## src/logic/acc_butterfly_cfg.svh

```systemverilog
// Butterfly tile configuration
`ifndef ACC_BUTTERFLY_CFG_SVH
`define ACC_BUTTERFLY_CFG_SVH

// Datapath widths
`define WORD_W              32
`define SAMPLE_W            32
`define RESULT_W            64

// Result buffering
`define FIFO_DEPTH          16              // Power of two
`define FIFO_AFULL          5               // Free entries left at almost-full
`define RESULTS_PER_PKT     4

// Scratchpad addressing
`define SPAD_STEP           12'h040
`define SPAD_W              12

// Packet constants
`define ENABLE_TOGGLE_WORD  32'h8000_0000
`define NOTICE_VALUE        32'd3
`define HOST_DEST           6'b010000
`define NOTICE_DEST         6'b010001
`define OP_MPUT             3'd4
`define OP_NOTICE           3'd3
`define SIZE_CODE           4'd6

`endif

```

## src/logic/acc_butterfly_pkg.sv

```systemverilog
// Butterfly tile types
`include "acc_butterfly_cfg.svh"

package acc_butterfly_pkg;

   //////////////////////////////////////////////////
   // Network words
   //////////////////////////////////////////////////

   // First header word as seen on the NoC
   typedef struct packed {
      logic [2:0] rsvd_top;
      logic       is_data;      // Set for data packets
      logic [2:0] opcode;
      logic       rsvd_op;
      logic [5:0] src_id;
      logic [5:0] rsvd_mid;
      logic [3:0] size_code;
      logic [1:0] rsvd_low;
      logic [5:0] dest;
   } noc_header_t;

   // Header or payload view of one stream word
   typedef union packed {
      logic [`WORD_W-1:0] raw;
      noc_header_t        hdr;
   } noc_word_u;

   //////////////////////////////////////////////////
   // Datapath
   //////////////////////////////////////////////////

   typedef struct packed {
      logic [`SAMPLE_W-1:0] re;   // Upper half
      logic [`SAMPLE_W-1:0] im;
   } cplx_t;

   // Sum goes out first, so it sits in the low word
   typedef struct packed {
      logic [`RESULT_W/2-1:0] hi;
      logic [`RESULT_W/2-1:0] lo;
   } result_t;

   typedef logic [5:0] tile_id_t;

endpackage

```

## src/logic/sample_if.sv

```systemverilog
// Sample pair link
`timescale 1ns/1ps

interface sample_if
   import acc_butterfly_pkg::*;
();

   logic  valid;    // One-cycle pulse per pair
   cplx_t a;
   cplx_t b;
   logic  enable;   // Decoder enable level

   modport producer (
      output valid, a, b, enable
   );

   modport consumer (
      input valid, a, b
   );

endinterface

```

## src/logic/acc_butterfly_top.sv

```systemverilog
// Butterfly accelerator tile
`timescale 1ns/1ps
`include "acc_butterfly_cfg.svh"

module acc_butterfly_top
   import acc_butterfly_pkg::*;
(
   input  logic               clk_ctrl,
   input  logic               clk_ctrl_rst_low,
   input  logic               in_valid,
   input  logic [`WORD_W-1:0] in_data,
   input  logic               in_last,
   output logic               in_ready,
   output logic               out_valid,
   output logic [`WORD_W-1:0] out_data,
   output logic               out_last,
   input  logic               out_ready,
   input  tile_id_t           tile_id
);

   logic    res_valid;
   result_t res;
   logic    fifo_empty;
   logic    fifo_afull;
   logic    fifo_rd_en;
   result_t fifo_rd_data;
   logic    tx_ready_int;

   sample_if smp_if ();

   //////////////////////////////////////////////////
   // Receive and compute
   //////////////////////////////////////////////////

   noc_rx_decoder rx_dec_i (
      .clk_ctrl         (clk_ctrl),
      .clk_ctrl_rst_low (clk_ctrl_rst_low),
      .in_valid         (in_valid),
      .in_data          (in_data),
      .in_last          (in_last),
      .in_ready         (in_ready),
      .fifo_afull       (fifo_afull),
      .tx_ready_int     (tx_ready_int),
      .smp              (smp_if.producer)
   );

   butterfly_stage bfly_i (
      .clk_ctrl         (clk_ctrl),
      .clk_ctrl_rst_low (clk_ctrl_rst_low),
      .smp              (smp_if.consumer),
      .res_valid        (res_valid),
      .res              (res)
   );

   //////////////////////////////////////////////////
   // Buffer and transmit
   //////////////////////////////////////////////////

   result_fifo res_fifo_i (
      .clk_ctrl         (clk_ctrl),
      .clk_ctrl_rst_low (clk_ctrl_rst_low),
      .wr_en            (res_valid),
      .wr_data          (res),
      .rd_en            (fifo_rd_en),
      .rd_data          (fifo_rd_data),
      .empty            (fifo_empty),
      .afull            (fifo_afull)
   );

   noc_tx_encoder tx_enc_i (
      .clk_ctrl         (clk_ctrl),
      .clk_ctrl_rst_low (clk_ctrl_rst_low),
      .tile_id          (tile_id),
      .fifo_empty       (fifo_empty),
      .fifo_rd_data     (fifo_rd_data),
      .fifo_rd_en       (fifo_rd_en),
      .out_ready        (out_ready),
      .out_valid        (out_valid),
      .out_data         (out_data),
      .out_last         (out_last),
      .tx_ready_int     (tx_ready_int)
   );

endmodule

```

## src/logic/butterfly_stage.sv

```systemverilog
// Radix-2 butterfly
`timescale 1ns/1ps
`include "acc_butterfly_cfg.svh"

module butterfly_stage
   import acc_butterfly_pkg::*;
(
   input  logic       clk_ctrl,
   input  logic       clk_ctrl_rst_low,
   sample_if.consumer smp,
   output logic       res_valid,
   output result_t    res
);

   logic [1:0]           vld_sr;   // One bit per stage
   logic [`SAMPLE_W-1:0] a_re_q;
   logic [`SAMPLE_W-1:0] b_re_q;

   always_ff @(posedge clk_ctrl) begin
      if (!clk_ctrl_rst_low) begin
         vld_sr <= 2'b00;
      end else begin
         vld_sr <= {vld_sr[0], smp.valid};
      end
   end

   // Stage 1 holds the real parts
   always_ff @(posedge clk_ctrl) begin
      if (smp.valid) begin
         a_re_q <= smp.a.re;
         b_re_q <= smp.b.re;
      end
   end

   // Stage 2, wraps modulo 2^32
   always_ff @(posedge clk_ctrl) begin
      if (vld_sr[0]) begin
         res.lo <= a_re_q + b_re_q;
         res.hi <= a_re_q - b_re_q;
      end
   end

   assign res_valid = vld_sr[1];

endmodule

```

## src/logic/noc_rx_decoder.sv

```systemverilog
// NoC receive decoder
`timescale 1ns/1ps
`include "acc_butterfly_cfg.svh"

module noc_rx_decoder
   import acc_butterfly_pkg::*;
(
   input  logic       clk_ctrl,
   input  logic       clk_ctrl_rst_low,
   input  logic       in_valid,
   input  noc_word_u  in_data,
   input  logic       in_last,
   output logic       in_ready,
   input  logic       fifo_afull,
   input  logic       tx_ready_int,
   sample_if.producer smp
);

   typedef enum logic [2:0] {
      ST_IDLE,
      ST_HDR2,
      ST_A_RE,
      ST_A_IM,
      ST_B_RE,
      ST_B_IM,
      ST_CTRL,
      ST_DROP
   } rx_state_e;

   rx_state_e state;
   logic      enable_q;
   logic      valid_q;
   cplx_t     a_q;
   cplx_t     b_q;
   logic      take;

   // Stall on result back-pressure or a blocked output
   assign in_ready = ~fifo_afull & tx_ready_int;
   assign take     = in_valid & in_ready;

   //////////////////////////////////////////////////
   // Packet walk
   //////////////////////////////////////////////////

   always_ff @(posedge clk_ctrl) begin
      if (!clk_ctrl_rst_low) begin
         state    <= ST_IDLE;
         enable_q <= 1'b0;
         valid_q  <= 1'b0;
      end else begin
         valid_q <= 1'b0;
         if (take) begin
            case (state)
               ST_IDLE: begin
                  if (!in_data.hdr.is_data) begin
                     state <= ST_CTRL;
                  end else if (enable_q) begin
                     state <= ST_HDR2;
                  end else if (!in_last) begin
                     state <= ST_DROP;   // Tile off, swallow the packet
                  end
               end
               ST_HDR2: state <= ST_A_RE;
               ST_A_RE: state <= ST_A_IM;
               ST_A_IM: state <= ST_B_RE;
               ST_B_RE: state <= ST_B_IM;
               ST_B_IM: begin
                  valid_q <= 1'b1;
                  state   <= in_last ? ST_IDLE : ST_A_RE;
               end
               ST_CTRL: begin
                  // Anything but the toggle word is ignored
                  if (in_data.raw == `ENABLE_TOGGLE_WORD) begin
                     enable_q <= ~enable_q;
                  end
                  state <= ST_IDLE;
               end
               ST_DROP: begin
                  if (in_last) begin
                     state <= ST_IDLE;
                  end
               end
               default: state <= ST_IDLE;
            endcase
         end
      end
   end

   // Sample capture
   always_ff @(posedge clk_ctrl) begin
      if (take) begin
         case (state)
            ST_A_RE: a_q.re <= in_data.raw;
            ST_A_IM: a_q.im <= in_data.raw;
            ST_B_RE: b_q.re <= in_data.raw;
            ST_B_IM: b_q.im <= in_data.raw;
            default: ;
         endcase
      end
   end

   assign smp.valid  = valid_q;
   assign smp.a      = a_q;
   assign smp.b      = b_q;
   assign smp.enable = enable_q;

   // A pair reaches the butterfly only from an enabled tile
   a_no_sample_when_off: assert property (
      @(posedge clk_ctrl) disable iff (!clk_ctrl_rst_low)
      $rose(smp.valid) |-> smp.enable
   );

endmodule

```

## src/logic/noc_tx_encoder.sv

```systemverilog
// NoC transmit encoder
`timescale 1ns/1ps
`include "acc_butterfly_cfg.svh"

module noc_tx_encoder
   import acc_butterfly_pkg::*;
(
   input  logic               clk_ctrl,
   input  logic               clk_ctrl_rst_low,
   input  tile_id_t           tile_id,
   input  logic               fifo_empty,
   input  result_t            fifo_rd_data,
   output logic               fifo_rd_en,
   input  logic               out_ready,
   output logic               out_valid,
   output logic [`WORD_W-1:0] out_data,
   output logic               out_last,
   output logic               tx_ready_int
);

   localparam int         CNT_W      = $clog2(`RESULTS_PER_PKT + 1);
   localparam int         ADDR_PAD   = `WORD_W - 6 - `SPAD_W;
   localparam logic [5:0] NOTICE_SRC = 6'b001000;

   typedef enum logic [2:0] {
      ST_IDLE,
      ST_HDR,
      ST_ADDR,
      ST_LO,
      ST_HI,
      ST_HOLD,
      ST_NHDR,
      ST_NVAL
   } tx_state_e;

   tx_state_e          state;
   tx_state_e          state_nxt;
   logic [CNT_W-1:0]   res_cnt;      // Pairs left in this packet
   logic [CNT_W-1:0]   res_cnt_nxt;
   logic [`SPAD_W-1:0] spad_off;
   logic [`SPAD_W-1:0] spad_off_nxt;
   noc_word_u          pkt_hdr;
   noc_word_u          ntc_hdr;

   assign tx_ready_int = out_ready;   // Input side stalls with the output

   //////////////////////////////////////////////////
   // Header words
   //////////////////////////////////////////////////

   always_comb begin
      pkt_hdr               = '0;
      pkt_hdr.hdr.is_data   = 1'b1;
      pkt_hdr.hdr.opcode    = `OP_MPUT;
      pkt_hdr.hdr.src_id    = tile_id;
      pkt_hdr.hdr.size_code = `SIZE_CODE;
      pkt_hdr.hdr.dest      = `HOST_DEST;

      ntc_hdr               = '0;   // Control packet, no size
      ntc_hdr.hdr.opcode    = `OP_NOTICE;
      ntc_hdr.hdr.src_id    = NOTICE_SRC;
      ntc_hdr.hdr.dest      = `NOTICE_DEST;
   end

   //////////////////////////////////////////////////
   // Output FSM
   //////////////////////////////////////////////////

   always_comb begin
      state_nxt    = state;
      res_cnt_nxt  = res_cnt;
      spad_off_nxt = spad_off;
      fifo_rd_en   = 1'b0;
      out_valid    = 1'b0;
      out_data     = '0;
      out_last     = 1'b0;

      case (state)
         ST_IDLE: begin
            if (out_ready && !fifo_empty) state_nxt = ST_HDR;
         end
         ST_HDR: begin
            if (out_ready) begin
               out_valid   = 1'b1;
               out_data    = pkt_hdr.raw;
               res_cnt_nxt = CNT_W'(`RESULTS_PER_PKT);
               state_nxt   = ST_ADDR;
            end
         end
         ST_ADDR: begin
            if (out_ready) begin
               out_valid  = 1'b1;
               out_data   = {{ADDR_PAD{1'b0}}, `HOST_DEST, spad_off};
               fifo_rd_en = 1'b1;   // First pair lands for ST_LO
               state_nxt  = ST_LO;
            end
         end
         ST_LO: begin
            if (out_ready) begin
               out_valid = 1'b1;
               out_data  = fifo_rd_data.lo;
               state_nxt = ST_HI;
            end
         end
         ST_HI: begin
            if (out_ready) begin
               out_valid   = 1'b1;
               out_data    = fifo_rd_data.hi;
               res_cnt_nxt = res_cnt - 1'b1;
               if (res_cnt == CNT_W'(1)) begin
                  out_last  = 1'b1;
                  state_nxt = ST_NHDR;
               end else if (!fifo_empty) begin
                  fifo_rd_en = 1'b1;
                  state_nxt  = ST_LO;
               end else begin
                  state_nxt = ST_HOLD;
               end
            end
         end
         // Wait for the butterfly to catch up
         ST_HOLD: begin
            if (!fifo_empty) begin
               fifo_rd_en = 1'b1;
               state_nxt  = ST_LO;
            end
         end
         ST_NHDR: begin
            if (out_ready) begin
               out_valid = 1'b1;
               out_data  = ntc_hdr.raw;
               state_nxt = ST_NVAL;
            end
         end
         ST_NVAL: begin
            if (out_ready) begin
               out_valid    = 1'b1;
               out_data     = `NOTICE_VALUE;
               out_last     = 1'b1;
               spad_off_nxt = spad_off + `SPAD_STEP;   // Next scratchpad slot
               state_nxt    = ST_IDLE;
            end
         end
         default: state_nxt = ST_IDLE;
      endcase
   end

   always_ff @(posedge clk_ctrl) begin
      if (!clk_ctrl_rst_low) begin
         state    <= ST_IDLE;
         res_cnt  <= '0;
         spad_off <= '0;
      end else begin
         state    <= state_nxt;
         res_cnt  <= res_cnt_nxt;
         spad_off <= spad_off_nxt;
      end
   end

   // Pair count stays loaded through the payload
   a_res_cnt_live: assert property (
      @(posedge clk_ctrl) disable iff (!clk_ctrl_rst_low)
      (state inside {ST_LO, ST_HI, ST_HOLD}) |-> (res_cnt != '0)
   );

endmodule

```

## src/logic/result_fifo.sv

```systemverilog
// Result FIFO
`timescale 1ns/1ps
`include "acc_butterfly_cfg.svh"

module result_fifo
   import acc_butterfly_pkg::*;
(
   input  logic    clk_ctrl,
   input  logic    clk_ctrl_rst_low,
   input  logic    wr_en,
   input  result_t wr_data,
   input  logic    rd_en,
   output result_t rd_data,
   output logic    empty,
   output logic    afull
);

   localparam int PTR_W = $clog2(`FIFO_DEPTH);
   localparam int CNT_W = $clog2(`FIFO_DEPTH + 1);

   result_t          mem [`FIFO_DEPTH];
   logic [PTR_W-1:0] wr_ptr;
   logic [PTR_W-1:0] rd_ptr;
   logic [CNT_W-1:0] count;
   logic             full;

   assign empty = (count == '0);
   assign full  = (count == CNT_W'(`FIFO_DEPTH));
   assign afull = (count >= CNT_W'(`FIFO_DEPTH - `FIFO_AFULL));   // Headroom for in-flight pairs

   always_ff @(posedge clk_ctrl) begin
      if (!clk_ctrl_rst_low) begin
         wr_ptr <= '0;
         rd_ptr <= '0;
         count  <= '0;
      end else begin
         if (wr_en) wr_ptr <= wr_ptr + 1'b1;   // Wraps at depth
         if (rd_en) rd_ptr <= rd_ptr + 1'b1;
         case ({wr_en, rd_en})
            2'b10:   count <= count + 1'b1;
            2'b01:   count <= count - 1'b1;
            default: count <= count;
         endcase
      end
   end

   // Storage and registered read port
   always_ff @(posedge clk_ctrl) begin
      if (wr_en) begin
         mem[wr_ptr] <= wr_data;
      end
      if (rd_en) begin
         rd_data <= mem[rd_ptr];
      end
   end

   a_no_overflow: assert property (
      @(posedge clk_ctrl) disable iff (!clk_ctrl_rst_low) wr_en |-> !full
   );

   a_no_underflow: assert property (
      @(posedge clk_ctrl) disable iff (!clk_ctrl_rst_low) rd_en |-> !empty
   );

endmodule

```

## config.mk

```make
export PLATFORM = sky130hd
export DESIGN_NAME = acc_butterfly_top
export DESIGN_NICKNAME = d
export VERILOG_FILES = /design/src/logic/acc_butterfly_pkg.sv /design/src/logic/sample_if.sv /design/src/logic/acc_butterfly_top.sv /design/src/logic/butterfly_stage.sv /design/src/logic/noc_rx_decoder.sv /design/src/logic/noc_tx_encoder.sv /design/src/logic/result_fifo.sv
export VERILOG_INCLUDE_DIRS = /design/src /design/src/logic
export SDC_FILE = /design/constraint.sdc
export NUM_CORES = 1
export LEC_CHECK = 0
export BUFFER_PORTS_ARGS = -buffer_cell sky130_fd_sc_hd__buf_2
export CORE_UTILIZATION = 40
export CTS_CLUSTER_DIAMETER = 80
export DETAILED_ROUTE_END_ITERATION = 12
export GPL_TIMING_DRIVEN = 0
export SKIP_LAST_GASP = 1
export SYNTH_ARGS = -nofsm -noshare
export SYNTH_HDL_FRONTEND = slang
export SYNTH_HIERARCHICAL = 1
export SYNTH_SLANG_ARGS = --single-unit
```

## constraint.sdc

```tcl
create_clock -name clk_ctrl -period 20.4 [get_ports clk_ctrl]
set_input_delay 4.08 -clock clk_ctrl [delete_from_list [all_inputs] [get_ports clk_ctrl]]
set_output_delay 4.08 -clock clk_ctrl [all_outputs]
set_load 0.01 [all_outputs]
```

==> reports/qor.yml, run 1 <==
seq_area_sq_mm: 0.0391
wl_met1_microns: 56300
dr_wl_met2_microns: 64900
areaGrowthSynthToFinish_pct: 14.5
max-vdd-ir-drop_uv: 90.1
track_usage: 0.204
final_layout_size_suffix_gt1_frac: 0.245
fmax_ghz: 0.0985
hold_ws_ns: 0.412
status: "finished, final reports clean"
antenna_found_initial: 12
port_buffers: 76
max_slew_margin: 0.109
avgSynthCellArea_sq_um: 20.4
drc_errors: 0
path_delay_family: "buffers and inverters"
firstDrtPassIters: 7
row_count: 132
cts_resized: 0
fin_setup_tns_ns: 0
ios: 78
cts_sinks: 1311
crit_path_end_kind: "output port"
cts_tree: "yes"
cp-startpoint: "out_ready"
place_congestion: 0.829
clk_latency_ns: 0.73
overflow: 0
rr_endpoint: "res_fifo_i/count[2]"
cellPowerDensity_mw_per_mm2: 95.5
cpMaxStageDelayCell: "clkbuf_1"
yosysWarnings: 6
clockBufferDepth: 3
final.fill_count: 10852
post-dp-hpwl_microns: 84800
crit_path_cell_trace: "buf_2 > clkbuf_1 > clkbuf_1 > a21boi_0 > buf_2"
final_nets: 2931
crit_cells: 5
endpoint: "out_data[21]"
rsz0062_at_grt: "false"
cp_max_fo: 10
hold_buffers: 0
avgRoutedWirePerCell_microns: 28.9
min_path_cells: 0
finalClockSkew_ns: 0.0171
numCtsBuffers: 135
grt_max_degree: 48
coreArea_sq_mm: 0.130
critPathLaunchType: "primary input"
synth_nets: 2690
reg2regPathDepth: 15
hp-class: "reg2reg"
setup_violations: 0
post_cts_buffers: 0
die_h_microns: 364
grt_pass1_vias: 27024
cp.arrival_ns: 6.07
via_per_inst: 5.72
critical_path_buf_inv_count: 4
hold_viol: 0
dieArea_sq_mm: 0.133
finalCritPeriodShare: 0.498
root_buffer: "clkbuf_16"
tightest_slew_ns: 1.34
fin_crit_ns: 10.15
critical-path-max-stage-delay_ns: 0.61
routed_wl_microns: 135000
routed.top_layer: "met5"
antenna_left: 0
cts_htree_levels: 4
multi_input_area_sq_mm: 0.0125
vias: 26663
fp.dieW_microns: 364
cap_violations: 0
reg2reg_from: "tx_enc_i/state[0]"
syn_area_sq_mm: 0.0525
r2r_setup_slack_ns: 16.24
drtIter0Drc: 2988
netlist_instances: 2572
grt_pass1_wl_microns: 191000
required_ns: 16.32
crit_type: "in2out"
p_leak_nw: 18.9
clk_pin_slew_ns: 0.06
dr_wl_met3_microns: 10500
slew_viol_final: 0
start_util: 0.405
==> sequential cells by signal, indices dropped and copies added (netlist names) <==
signal / count
rx_dec_i/smp.a: 32
bfly_i/a_re_q: 32
tx_enc_i/spad_off: 6
res_fifo_i/mem: 1024
rx_dec_i/smp.b: 32
tx_enc_i/state: 3
bfly_i/vld_sr: 2
tx_enc_i/res_cnt: 3
rx_dec_i/smp.valid: 1
res_fifo_i/rd_data: 64
res_fifo_i/count: 5
res_fifo_i/wr_ptr: 4
rx_dec_i/smp.enable: 1
rx_dec_i/state: 3
bfly_i/res: 63
res_fifo_i/rd_ptr: 4
bfly_i/b_re_q: 32
==> power by group <==
part	total (mW)	internal, mW	switching [mW]
Sequential	2.96	2.94	0.0166
Combinational	0.394	0.195	0.200
Clock	2.38	1.38	1.00
Total	5.74	4.52	1.22
==> worst min path at each step <==
stage,from,to
finish,rx_dec_i/smp.b[32],bfly_i/b_re_q[0]
global route,rx_dec_i/smp.b[32],bfly_i/b_re_q[0]
CTS,rx_dec_i/smp.b[32],bfly_i/b_re_q[0]
detailed placement,rx_dec_i/smp.b[32],bfly_i/b_re_q[0]
global placement,rx_dec_i/smp.b[56],bfly_i/b_re_q[24]
floorplan,rx_dec_i/smp.a[32],bfly_i/a_re_q[0]
==> through the flow <==
step	utilization	setup slack, ns	cells	power (mW)	instance area, sq um
global placement	0.424	2.40	4390	3.41	55100
detailed placement	0.430	10.20	4418	3.42	55800
finish	0.463	10.25	4660	5.74	60100
CTS	0.463	10.19	4657	5.79	60100
global route	0.463	10.19	4657	5.90	60100
floorplan	-	8.53	2572	3.29	52500
==> routing by layer <==
metal	track usage	up-vias
li1	-	11065
met5	0	-
met2	0.332	1184
met1	0.282	14210
met3	0.0380	200
met4	0.0501	4
==> layout make-up <==
type	instances	area share
antenna	3	0.000125
timing repair buffer	104	0.0175
inverter	80	0.00499
clock buffer	182	0.0631
tap	1742	0.0362
multi-input combinational	1056	0.208
buffer	125	0.0125
sequential	1311	0.649
clock inverter	57	0.00812
==> placed cells by master, fill, tap and decap left out, drive strengths merged, types with 6 or more instances in the layout <==
cell type and count:
nor3 20, nand4 12, clkinv 42, a22o 11, a211oi 6, o21ai 44, nor2 63, nor2b 26
xnor2 53, bufinv 6, nor4 11, o21a 6, a21oi 96, a31oi 7, buf 174, inv 84
clkbuf 237, ha 73, o21bai 15, edfxtp 1279, and2 30, mux4 320, a21boi 10, a22oi 13
nand2b 15, o31ai 18, or3 6, dfxtp 32, nand2 45, or4 6, mux2i 14, and3b 8
a21o 20, nand3 23, xor2 15, nand3b 6
Note: power is estimated with default switching activity, not from simulation.
==> run 2, diff against run 1 <==
Clock period 20.4 ns to 8.9 ns, I/O delays scaled along.
==> reports/qor.yml, run 2 (synthesis results as in run 1) <==
slew_viol_final: 0  # unchanged
post_cts_buffers: 0  # unchanged
utilization: 0.464  # about the same
max_slew_margin: 0.0795  # -0.0299
via_per_inst: 5.67  # -0.99%
grt_pass1_vias: 26923  # -0.37%
port_buffers: 76  # unchanged
root_buffer: "clkbuf_16"
cp-startpoint: "out_ready"
rsz0062_at_grt: "false"
hold_end: "bfly_i/b_re_q[10]"
grt_max_degree: 49  # +2.1%
clk_pin_slew_ns: 0.06  # about the same
fin_setup_tns_ns: 0  # unchanged
crit_path_end_kind: "output port"
crit_path_cell_trace: "buf_2 > clkbuf_1 > clkbuf_1 > a21boi_0 > buf_2"
path_delay_family: "buffers and inverters"
numCtsBuffers: 132  # -2.2%
routed_wl_microns: 134000  # -0.75%
totalPowerFinal_mw: 13.2  # +130%
cp_max_fo: 10  # unchanged
r2r_setup_slack_ns: 4.85  # -11.39 ns
final_common_cell: "edfxtp_1"
areaGrowthSynthToFinish_pct: 14.6  # about the same
cap_violations: 0  # unchanged
track_usage: 0.203  # -0.000552
crit_type: "in2out"
cellPowerDensity_mw_per_mm2: 220  # +130%
min_path_cells: 0  # unchanged
critical_path_buf_inv_count: 4  # unchanged
drc_errors: 0  # unchanged
status: "finished, final reports clean"
start_util: 0.405  # unchanged
place_congestion: 0.849  # +2.4%
drtIter0Drc: 2859  # -4.3%
clk_latency_ns: 0.75  # +0.02 ns
p_leak_nw: 18.9  # +0.12%
cts_htree_levels: 4  # unchanged
final_layout_size_suffix_gt1_frac: 0.247  # +0.00137
setup_violations: 0  # unchanged
final_cell_mix: "edfxtp_1, mux4_2, clkbuf_16, buf_2, a21oi_1"
largest_register: "res_fifo_i/mem"
hold_viol: 0  # unchanged
fin_crit_ns: 5.68
critical-path-max-stage-delay_ns: 0.60  # about the same
reg2regPathDepth: 14  # -1
antenna_found_initial: 11  # -1
clockBufferDepth: 3  # unchanged
tightest_slew_ns: 1.36  # +0.0233 ns
required_ns: 7.12  # -9.20 ns
top_regs: "res_fifo_i/mem x1024, res_fifo_i/rd_data x64, bfly_i/res x63"
antenna_left: 0  # unchanged
firstDrtPassIters: 5  # -2
final_nets: 2928  # -0.10%
die_h_microns: 364  # unchanged
coreArea_sq_mm: 0.130  # unchanged
ios: 78  # unchanged
cts_sinks: 1311  # unchanged
cp.arrival_ns: 3.90  # -2.17 ns
largest_register_ff_count: 1024  # unchanged
fp.dieW_microns: 364  # unchanged
critPathLaunchType: "primary input"
cpMaxStageDelayCell: "clkbuf_1"
fmax_ghz: 0.176
min_from: "rx_dec_i/smp.b[42]"
reg2reg_from: "tx_enc_i/state[0]"
overflow: 0  # unchanged
row_count: 132  # unchanged
avgRoutedWirePerCell_microns: 28.7  # -0.75%
cts_tree: "yes"
vias: 26400  # -0.99%
hold_buffers: 0  # unchanged
max-vdd-ir-drop_uv: 154  # +71%
finalCritPeriodShare: 0.638
grt_pass1_wl_microns: 190000  # -0.37%
post-dp-hpwl_microns: 84400  # -0.38%
finalClockSkew_ns: 0.0363  # +0.0192 ns
hp-class: "reg2reg"
cts_resized: 0  # unchanged
dieArea_sq_mm: 0.133  # unchanged
rr_endpoint: "res_fifo_i/count[2]"
-- run 2: metal layers --
metal / GRT usage / wire length [microns] / share of wire
met3: 0.0427 / 11900 / 0.089
met5: 0 / 0 / 0
met1: 0.286 / 56000 / 0.42
met2: 0.321 / 62700 / 0.47
met4: 0.0557 / 3080 / 0.023
-- run 2: cell type report --
| class | instances | area (sq um) |
|---|---|---|
| tap | 1742 | 2180 |
| antenna | 3 | 7.51 |
| sequential | 1311 | 39100 |
| multi-input combinational | 1056 | 12500 |
| fill | 10796 | 69600 |
| clock buffer | 164 | 3480 |
| inverter | 80 | 300 |
| buffer | 125 | 753 |
| clock inverter | 75 | 878 |
| timing repair buffer | 104 | 1020 |
-- run 2: metrics by stage --
step / cells / hold WS [ns] / cell area (sq um) / worst slack, ns
2_1_floorplan: 2572 / 0.400 / 52500 / 1.98
5_1_grt: 4657 / 0.424 / 60200 / 3.21
4_1_cts: 4657 / 0.404 / 60200 / 3.27
3_5_place_dp: 4418 / 0.405 / 55800 / 3.25
6_report: 4660 / 0.403 / 60200 / 3.22
3_3_place_gp: 4390 / 0.404 / 55100 / -1.46
-- run 2: how the worst max path moves through the flow --
stage / end / slack, ns / cells past startpoint
2_1_floorplan: res_fifo_i/count[2] / 1.98 / 12
5_1_grt: out_data[27] / 3.21 / 5
3_3_place_gp: res_fifo_i/count[2] / -1.46 / 12
6_report: out_data[27] / 3.22 / 5
3_5_place_dp: out_data[27] / 3.25 / 5
4_1_cts: out_data[27] / 3.27 / 5
-- run 2: report_power, final --
part	leakage (nW)	internal (mW)	switching (mW)
sequential	11.8	6.75	0.0392
clock	2.12	3.22	2.34
combinational	5.04	0.443	0.454
total	18.9	10.4	2.83
